### src/logic/rename_pkg.sv
package rename_pkg;

    //////////////////////////////
    // sizes
    //////////////////////////////
    localparam int RENAME_WIDTH  = 3;     // slots per group
    localparam int NUM_ARCH_REGS = 32;
    localparam int NUM_PHYS_REGS = 64;

    localparam int AR_BITS = $clog2(NUM_ARCH_REGS);   // 5
    localparam int PR_BITS = $clog2(NUM_PHYS_REGS);   // 6

    // free list holds every tag not bound at reset
    localparam int FL_DEPTH    = NUM_PHYS_REGS - NUM_ARCH_REGS;
    localparam int FL_IDX_BITS = $clog2(FL_DEPTH);
    localparam int FL_CNT_BITS = FL_IDX_BITS + 1;     // count must reach FL_DEPTH

    //////////////////////////////
    // types
    //////////////////////////////
    typedef logic [AR_BITS-1:0] arch_reg_t;
    typedef logic [PR_BITS-1:0] phys_reg_t;

    // one incoming slot, 16 bits
    typedef struct packed {
        logic      valid;
        arch_reg_t dest_ar;
        arch_reg_t src1_ar;
        arch_reg_t src2_ar;
    } rename_req_t;

    // one renamed slot, 27 bits
    typedef struct packed {
        logic      valid;
        phys_reg_t dest_pr;      // 0 when nothing allocated
        phys_reg_t told_pr;      // previous mapping of dest
        phys_reg_t src1_pr;
        logic      src1_ready;
        phys_reg_t src2_pr;
        logic      src2_ready;
    } rename_rsp_t;

endpackage

### src/logic/rename_ifs.sv
// lookup and update path between combiner and map table
interface map_lookup_if import rename_pkg::*; #(
    parameter int WIDTH = RENAME_WIDTH
) ();

    // request side, driven by the combiner
    arch_reg_t [WIDTH-1:0] src1_ar;
    arch_reg_t [WIDTH-1:0] src2_ar;
    arch_reg_t [WIDTH-1:0] dest_ar;
    logic      [WIDTH-1:0] alloc_en;     // only on the accepting cycle
    phys_reg_t [WIDTH-1:0] alloc_pr;     // new tag per slot

    // answers, combinational from the current table
    phys_reg_t [WIDTH-1:0] src1_pr;
    logic      [WIDTH-1:0] src1_ready;
    phys_reg_t [WIDTH-1:0] src2_pr;
    logic      [WIDTH-1:0] src2_ready;
    phys_reg_t [WIDTH-1:0] told_pr;

    modport renamer (
        output src1_ar, src2_ar, dest_ar, alloc_en, alloc_pr,
        input  src1_pr, src1_ready, src2_pr, src2_ready, told_pr
    );

    modport mapper (
        input  src1_ar, src2_ar, dest_ar, alloc_en, alloc_pr,
        output src1_pr, src1_ready, src2_pr, src2_ready, told_pr
    );

endinterface

// tag supply between combiner and free list
interface free_alloc_if import rename_pkg::*; #(
    parameter int WIDTH = RENAME_WIDTH
) ();

    localparam int POP_BITS = $clog2(WIDTH + 1);   // 0..WIDTH

    phys_reg_t [WIDTH-1:0]  head_pr;      // next WIDTH free tags, fifo order
    logic [FL_CNT_BITS-1:0] free_count;
    logic [POP_BITS-1:0]    pop_count;    // tags taken this cycle
    logic                   pop_en;       // high on accept

    modport renamer (
        input  head_pr, free_count,
        output pop_count, pop_en
    );

    modport pool (
        output head_pr, free_count,
        input  pop_count, pop_en
    );

endinterface

### src/logic/map_table.sv
module map_table import rename_pkg::*; #(
    parameter int WIDTH = RENAME_WIDTH
) (
    input  logic                  clock,
    input  logic                  arst_n,
    map_lookup_if.mapper          lookup,
    input  logic      [WIDTH-1:0] cdb_valid,   // completion broadcast
    input  phys_reg_t [WIDTH-1:0] cdb_tag
);

    //////////////////////////////
    // state
    //////////////////////////////
    phys_reg_t                map_r [NUM_ARCH_REGS];   // speculative ar -> pr
    logic [NUM_PHYS_REGS-1:0] ready_r;                 // one bit per pr

    // is this tag on the cdb right now
    function automatic logic cdb_hit(input phys_reg_t pr);
        logic hit;
        hit = 1'b0;
        for (int k = 0; k < WIDTH; k++) begin
            if (cdb_valid[k] && (cdb_tag[k] == pr)) begin
                hit = 1'b1;
            end
        end
        return hit;
    endfunction

    //////////////////////////////
    // lookup
    //////////////////////////////
    always_comb begin
        phys_reg_t s1_pr;
        phys_reg_t s2_pr;
        for (int i = 0; i < WIDTH; i++) begin
            s1_pr = map_r[lookup.src1_ar[i]];
            s2_pr = map_r[lookup.src2_ar[i]];

            lookup.src1_pr[i]    = s1_pr;
            lookup.src1_ready[i] = ready_r[s1_pr] | cdb_hit(s1_pr);   // same-cycle bypass
            lookup.src2_pr[i]    = s2_pr;
            lookup.src2_ready[i] = ready_r[s2_pr] | cdb_hit(s2_pr);

            // old mapping, freed when this inst retires
            lookup.told_pr[i] = map_r[lookup.dest_ar[i]];
        end
    end

    //////////////////////////////
    // update
    //////////////////////////////
    always_ff @(posedge clock or negedge arst_n) begin
        if (!arst_n) begin
            for (int a = 0; a < NUM_ARCH_REGS; a++) begin
                map_r[a] <= phys_reg_t'(a);    // identity
            end
            ready_r <= '1;                     // all values committed
        end else begin
            // completions first
            for (int k = 0; k < WIDTH; k++) begin
                if (cdb_valid[k]) begin
                    ready_r[cdb_tag[k]] <= 1'b1;
                end
            end

            // new mappings in slot order, later slot overrides
            for (int i = 0; i < WIDTH; i++) begin
                if (lookup.alloc_en[i] && (lookup.dest_ar[i] != '0)) begin  // x0 stays on pr 0
                    map_r[lookup.dest_ar[i]]    <= lookup.alloc_pr[i];
                    ready_r[lookup.alloc_pr[i]] <= 1'b0;                    // value pending
                end
            end
        end
    end

endmodule

### src/logic/free_list.sv
module free_list import rename_pkg::*; #(
    parameter int WIDTH = RENAME_WIDTH
) (
    input  logic                  clock,
    input  logic                  arst_n,
    free_alloc_if.pool            alloc,
    input  logic      [WIDTH-1:0] retire_valid,
    input  phys_reg_t [WIDTH-1:0] retire_told    // tags handed back
);

    localparam int POP_BITS = $clog2(WIDTH + 1);

    //////////////////////////////
    // storage and pointers
    //////////////////////////////
    phys_reg_t              fifo_r [FL_DEPTH];
    logic [FL_IDX_BITS-1:0] head_r;        // oldest free tag
    logic [FL_IDX_BITS-1:0] tail_r;        // next write slot
    logic [FL_CNT_BITS-1:0] count_r;

    logic [WIDTH-1:0]       push_en;
    logic [FL_IDX_BITS-1:0] push_idx [WIDTH];
    logic [POP_BITS-1:0]    push_num;
    logic [POP_BITS-1:0]    pop_num;

    //////////////////////////////
    // read side
    //////////////////////////////
    always_comb begin
        for (int i = 0; i < WIDTH; i++) begin
            alloc.head_pr[i] = fifo_r[head_r + FL_IDX_BITS'(i)];   // wraps on depth
        end
    end

    assign alloc.free_count = count_r;
    assign pop_num          = alloc.pop_en ? alloc.pop_count : '0;

    //////////////////////////////
    // return side
    //////////////////////////////
    // pack valid returns behind tail in slot order
    always_comb begin
        push_num = '0;
        for (int i = 0; i < WIDTH; i++) begin
            push_en[i]  = retire_valid[i] && (retire_told[i] != '0);   // pr 0 belongs to x0
            push_idx[i] = tail_r + FL_IDX_BITS'(push_num);
            if (push_en[i]) begin
                push_num = push_num + 1'b1;
            end
        end
    end

    always_ff @(posedge clock or negedge arst_n) begin
        if (!arst_n) begin
            for (int k = 0; k < FL_DEPTH; k++) begin
                fifo_r[k] <= phys_reg_t'(NUM_ARCH_REGS + k);   // tags 32..63
            end
            head_r  <= '0;
            tail_r  <= '0;                                     // full, tail meets head
            count_r <= FL_CNT_BITS'(FL_DEPTH);
        end else begin
            for (int i = 0; i < WIDTH; i++) begin
                if (push_en[i]) begin
                    fifo_r[push_idx[i]] <= retire_told[i];
                end
            end
            head_r  <= head_r + FL_IDX_BITS'(pop_num);
            tail_r  <= tail_r + FL_IDX_BITS'(push_num);
            count_r <= count_r - FL_CNT_BITS'(pop_num) + FL_CNT_BITS'(push_num);
        end
    end

endmodule

### src/logic/rename_combiner.sv
module rename_combiner import rename_pkg::*; #(
    parameter int WIDTH = RENAME_WIDTH
) (
    input  logic                    clock,
    input  logic                    arst_n,
    input  logic                    in_valid,
    input  rename_req_t [WIDTH-1:0] in_req,
    output logic                    in_ready,
    output logic                    out_valid,
    output rename_rsp_t [WIDTH-1:0] out_rsp,
    input  logic                    out_ready,
    map_lookup_if.renamer           lookup,
    free_alloc_if.renamer           alloc
);

    localparam int POP_BITS = $clog2(WIDTH + 1);

    logic [WIDTH-1:0]        need;          // valid slot with nonzero dest
    phys_reg_t [WIDTH-1:0]   new_pr;        // tag offered to each slot
    logic [POP_BITS-1:0]     need_count;
    logic                    accept;
    logic                    live_r;        // free list seen full since reset
    logic                    out_valid_r;
    rename_rsp_t [WIDTH-1:0] rsp_next;
    rename_rsp_t [WIDTH-1:0] out_rsp_r;

    //////////////////////////////
    // tag assignment
    //////////////////////////////
    // consecutive head tags go to the slots that need one
    always_comb begin
        need_count = '0;
        for (int i = 0; i < WIDTH; i++) begin
            need[i]   = in_req[i].valid && (in_req[i].dest_ar != '0);
            new_pr[i] = alloc.head_pr[need_count];   // never past slot i
            if (need[i]) begin
                need_count = need_count + 1'b1;
            end
        end
    end

    //////////////////////////////
    // handshake
    //////////////////////////////
    assign in_ready = live_r
                   && (!out_valid_r || out_ready)                            // room downstream
                   && (alloc.free_count >= FL_CNT_BITS'(need_count));        // enough tags
    assign accept   = in_valid && in_ready;

    assign alloc.pop_en    = accept;
    assign alloc.pop_count = need_count;

    // table lookup, writes gated by accept
    always_comb begin
        for (int i = 0; i < WIDTH; i++) begin
            lookup.src1_ar[i]  = in_req[i].src1_ar;
            lookup.src2_ar[i]  = in_req[i].src2_ar;
            lookup.dest_ar[i]  = in_req[i].dest_ar;
            lookup.alloc_en[i] = accept && need[i];
            lookup.alloc_pr[i] = new_pr[i];
        end
    end

    //////////////////////////////
    // intra-group fixup
    //////////////////////////////
    always_comb begin
        for (int i = 0; i < WIDTH; i++) begin
            rsp_next[i].valid      = in_req[i].valid;
            rsp_next[i].dest_pr    = need[i] ? new_pr[i] : '0;
            rsp_next[i].told_pr    = lookup.told_pr[i];
            rsp_next[i].src1_pr    = lookup.src1_pr[i];
            rsp_next[i].src1_ready = lookup.src1_ready[i];
            rsp_next[i].src2_pr    = lookup.src2_pr[i];
            rsp_next[i].src2_ready = lookup.src2_ready[i];

            // walk older slots upward, newest producer wins
            for (int j = 0; j < i; j++) begin
                if (need[j]) begin
                    if (in_req[i].src1_ar == in_req[j].dest_ar) begin
                        rsp_next[i].src1_pr    = new_pr[j];
                        rsp_next[i].src1_ready = 1'b0;     // producer not done yet
                    end
                    if (in_req[i].src2_ar == in_req[j].dest_ar) begin
                        rsp_next[i].src2_pr    = new_pr[j];
                        rsp_next[i].src2_ready = 1'b0;
                    end
                    if (in_req[i].dest_ar == in_req[j].dest_ar) begin
                        rsp_next[i].told_pr = new_pr[j];   // waw inside group
                    end
                end
            end

            if (!in_req[i].valid) begin
                rsp_next[i] = '0;                          // empty slot
            end
        end
    end

    //////////////////////////////
    // output register
    //////////////////////////////
    always_ff @(posedge clock or negedge arst_n) begin
        if (!arst_n) begin
            live_r      <= 1'b0;
            out_valid_r <= 1'b0;
        end else begin
            if (alloc.free_count == FL_CNT_BITS'(FL_DEPTH)) begin
                live_r <= 1'b1;
            end
            if (accept) begin
                out_valid_r <= 1'b1;
            end else if (out_ready) begin
                out_valid_r <= 1'b0;                       // drained
            end
        end
    end

    // payload only, held while stalled
    always_ff @(posedge clock) begin
        if (accept) begin
            out_rsp_r <= rsp_next;
        end
    end

    assign out_valid = out_valid_r;
    assign out_rsp   = out_rsp_r;

endmodule

### src/logic/rename_unit.sv
module rename_unit import rename_pkg::*; #(
    parameter int WIDTH = RENAME_WIDTH
) (
    input  logic                    clock,
    input  logic                    arst_n,

    // incoming group
    input  logic                    in_valid,
    input  rename_req_t [WIDTH-1:0] in_req,
    output logic                    in_ready,

    // renamed group
    output logic                    out_valid,
    output rename_rsp_t [WIDTH-1:0] out_rsp,
    input  logic                    out_ready,

    // completion broadcast
    input  logic        [WIDTH-1:0] cdb_valid,
    input  phys_reg_t   [WIDTH-1:0] cdb_tag,

    // retirement, told tags back to the pool
    input  logic        [WIDTH-1:0] retire_valid,
    input  phys_reg_t   [WIDTH-1:0] retire_told
);

    //////////////////////////////
    // internal buses
    //////////////////////////////
    map_lookup_if #(.WIDTH(WIDTH)) lookup_bus ();
    free_alloc_if #(.WIDTH(WIDTH)) alloc_bus ();

    //////////////////////////////
    // map table and free list
    //////////////////////////////
    map_table #(
        .WIDTH (WIDTH)
    ) u_map_table (
        .clock     (clock),
        .arst_n    (arst_n),
        .lookup    (lookup_bus.mapper),    // lookups and new mappings
        .cdb_valid (cdb_valid),
        .cdb_tag   (cdb_tag)               // sets ready bits
    );

    free_list #(
        .WIDTH (WIDTH)
    ) u_free_list (
        .clock        (clock),
        .arst_n       (arst_n),
        .alloc        (alloc_bus.pool),    // head tags and pops
        .retire_valid (retire_valid),
        .retire_told  (retire_told)
    );

    //////////////////////////////
    // combiner
    //////////////////////////////
    // merges both answers, owns handshake and output reg
    rename_combiner #(
        .WIDTH (WIDTH)
    ) u_rename_combiner (
        .clock     (clock),
        .arst_n    (arst_n),
        .in_valid  (in_valid),
        .in_req    (in_req),
        .in_ready  (in_ready),
        .out_valid (out_valid),
        .out_rsp   (out_rsp),
        .out_ready (out_ready),
        .lookup    (lookup_bus.renamer),
        .alloc     (alloc_bus.renamer)
    );

endmodule

### config.mk
export PLATFORM = sky130hd
export DESIGN_NAME = rename_unit
export DESIGN_NICKNAME = d
export VERILOG_FILES = /design/src/logic/rename_pkg.sv /design/src/logic/rename_ifs.sv /design/src/logic/map_table.sv /design/src/logic/free_list.sv /design/src/logic/rename_combiner.sv /design/src/logic/rename_unit.sv
export SDC_FILE = /design/constraint.sdc
export NUM_CORES = 2
export LEC_CHECK = 0
export CAP_MARGIN = 15
export CORE_ASPECT_RATIO = 0.8
export CORE_MARGIN = 4
export CORE_UTILIZATION = 45
export CTS_BUF_LIST = sky130_fd_sc_hd__clkbuf_4
export CTS_CLUSTER_DIAMETER = 40
export DETAILED_ROUTE_END_ITERATION = 16
export DONT_BUFFER_PORTS = 1
export PLACE_DENSITY = 0.57
export SKIP_LAST_GASP = 1
export SLEW_MARGIN = 40
export SYNTH_ARGS = -nofsm -noshare
export SYNTH_HDL_FRONTEND = slang
export SYNTH_SLANG_ARGS = --single-unit
### constraint.sdc
create_clock -name clock -period 15.4 [get_ports clock]
set_input_delay 4.62 -clock clock [delete_from_list [all_inputs] [get_ports clock]]
set_output_delay 4.62 -clock clock [all_outputs]
set_load 0.02 [all_outputs]
==> metrics.md <==
| Metric | Value |
|---|---|
| Nets@finish | `5190` |
| Power share of the combinational group | `60.2%` |
| Syn_area_per_cell | `approximately 11 um^2` |
| PwrDens | `approximately 220 nW/um^2` |
| Post-Syn Area | `56280 um^2` |
| Post-DP HPWL | `180200 um` |
| Fin crit share | `82.16%` |
| Largest net degree at the start of global routing | `467` |
| Post-synthesis cell count | `approximately 5300` |
| Fillers | `roughly 11000` |
| Slew @ Worst Pin | `0.9711 ns` |
| Switching share of total power | `a little over half` |
| Cts bufs inserted | `162` |
| Worst VDD drop | `0.2867 mV` |
| Switching power | `6.942 mW` |
| Drc violations | `0` |
| Ys async rst share | `85.19%` |
| Worst Skew | `about 0.15 ns` |
| Core Area | `123600 um^2` |
| Die Width | `403.4 um` |
| Wire per inst | `38.90 um` |
| Longest Clk Path Bufs | `3` |
| Die area | `around 130000 um^2` |
| Synth Register Bits | `547` |
| Starting Density | `45.53%` |
| Worst hold-check path type | `flip-flop to flip-flop` |
| Max frequency | `approximately 80 MHz` |
| Commonest non-fill, non-tap cell in the layout | `mux4_2` |
| Routed Antenna Nets | `0` |
| Row count | `115` |
| Worst-path clk slew | `approximately 0.070 ns` |
| Crit Path Category | `primary input to output pin` |
| 1st-iter DRT viols | `8582` |
| Post_cts resized | `0` |
| Final setup TNS | `0 ns` |
| Io pins | `177` |
| Max-slew violations | `0` |
| Syn nets | `approximately 5400` |
| Placer Congestion | `1.033` |
| DR vias | `51710` |
| Number of global-route vias before repair | `48120` |
| Critical Path Source Type | `primary input` |
| Seq/Total Area, Yosys | `between 20% and 30%` |
| Area delta synth->final | `6.018%` |
| H-tree levels | `4` |
| Critical Path Fanout Max | `65` |
| Outcome | `complete, no violations` |
| Relative slew slack | `35.26%` |
| Layout cells sized above 1 | `33.09%` |
| Design Power | `around 13 mW` |
| Die Y | `between 300 and 400 um` |
| Clock power frac | `11.9%` |
| Endpoint type of the worst setup path | `output pin` |
| Vias per inst | `7.540` |
| RSZ-0062 raised after global routing | `no` |
| Top_reg_cell synth | `dfstp_2` |
| CP Data Arrival Time | `8.03 ns` |
| Critical Path RT | `10.78 ns` |
| 1st-pass router iterations | `6` |
| Fin crit period | `~13 ns` |
| Hold_buf cts | `0` |
| Final Setup Violations | `0` |
| Unique cell type count in the Yosys netlist | `82` |
| EDFF count, synth | `between 80 and 90` |
| Clock latency on the worst-skew pair | `1.29 ns` |
| CTS tree | `yes` |
| GRT Total Usage | `39.56%` |
| # Post-CTS Setup Buffers | `0` |
| Grt total ovfl | `0` |
| Leakage | `between 20 and 25 nW` |
| Port bufs | `0` |
| Final Hold Fails | `0` |
| Max_cap viols | `0` |
| Synth warn | `0` |
| CTS root buf | `clkbuf_4` |
| Most frequent cells in the layout | `mux4_2, mux2i_1, nand2_1` |
| Sink Count | `547` |
| First-pass GRT wire length | `~370000 um` |
| Internal | `about 6.1 mW` |
| Initial antenna violation count | `17` |
| Worst-case hold slack | `roughly 0.52 ns` |
| Routed WL | `266700 um` |
| Flop pwr share | `28.0%` |
[sequential cells by signal, indices dropped and copies added (netlist names)]
register,flops
u_free_list.tail_r,5
u_rename_combiner.live_r,1
u_map_table.map_r,192
u_free_list.alloc.free_count,6
u_free_list.fifo_r,192
u_rename_combiner.out_rsp,81
u_map_table.ready_r,64
u_rename_combiner.out_valid,1
u_free_list.head_r,5
[power by group through the flow]
stage                     registers, mW  clock network, mW  logic (mW)
final                              3.63               1.54        7.82
after global routing               3.61               1.65        8.04
after CTS                          3.49               1.56        7.45
after detailed placement           3.51                  0        7.42
after global placement             3.49                  0        7.36
after floorplan                    2.82                  0        4.95
[per-layer routing]
layer | up-vias | GRT usage [%] | part of all wire, %
met2 | 4918 | 51.45 | 39
met5 | - | 1.279 | 0.21
met1 | 25760 | 53.13 | 37
met3 | 906 | 22.70 | 19
met4 | 20 | 16.54 | 5.0
li1 | 20110 | - | -
[area by class of cell]
cell class	instances	area, um^2	area share, %
Multi-Input combinational cell	4192	39910	66.88
Sequential cell	547	14420	24.17
Tap cell	1638	2049	3.435
Clock buffer	238	1787	2.994
Timing Repair Buffer	107	872.1	1.462
Clock inverter	63	377.9	0.6333
Inverter	54	205.2	0.3439
Antenna cell	18	45.04	0.07549
[through the flow]
stage / worst slack [ns] / cells / instance area (um^2) / util [%]
floorplan: 3.287 / 5315 / 56280 / -
global placement: 2.864 / 6532 / 57150 / 46.23
detailed placement: 2.819 / 6535 / 57340 / 46.39
CTS: 2.791 / 6836 / 59500 / 48.14
global route: 2.670 / 6845 / 59640 / 48.25
finish: 2.748 / 6857 / 59670 / 48.27
[logic make-up after synthesis]
kind of cell | Yosys count | share of synthesized area [%]
multiplexers | 1627 | 45.01
AND/OR/NAND/NOR | 1385 | 11.03
adder cells (fa/ha/maj) | 32 | 0.7781
AO/OA/AOI/OAI | 977 | 10.50
flip-flops | 547 | 25.61
XOR/XNOR | 171 | 2.661
buffers and inverters | 576 | 4.411
[worst paths after layout]
kind	endpoint	slack [ns]	start	cells past startpoint
max	in_ready	2.75	in_req[11]	11
min	u_rename_combiner.live_r$_DFFE_PN0N_	0.52	u_rename_combiner.live_r$_DFFE_PN0N_	1
max reg2reg	u_map_table.ready_r[20]$_DFF_PN1_	9.22	u_free_list.head_r[1]$_DFF_PN0_	11
min reg2reg	u_rename_combiner.live_r$_DFFE_PN0N_	0.52	u_rename_combiner.live_r$_DFFE_PN0N_	1
max in group asynchronous	u_map_table.map_r[187]$_DFF_PN0_	10.70	arst_n	2
min in group asynchronous	u_free_list.fifo_r[154]$_DFF_PN0_	3.09	arst_n	0
[critical path: stages]
cell and delay [ns]:
or2_2 0.36, o41a_2 0.66, inv_1 0.75, ha_1 0.29
nor2_1 0.05, a21oi_1 0.18, ha_1 0.27, a21oi_1 0.18
o21ai_0 0.11, a21boi_0 0.31, nor2_1 0.20
[synthesized netlist by cell type, drive strengths merged, types with 53 or more instances]
cell type	number	area, um^2
nand2	517	1941
a22oi	69	518.0
nor2b	65	406.6
nor2	445	1680
o21ai	340	1702
dfrtp	209	5230
xor2	75	656.9
a21oi	285	1430
o22ai	77	481.7
nand3	113	565.5
buf	196	1056
inv	53	198.9
dfstp	257	6753
mux2i	662	6749
mux4	685	15430
xnor2	96	840.8
clkbuf	326	1224
edfxtp	81	2432
mux2	280	3153
Note: power is estimated with default switching activity, not from simulation.
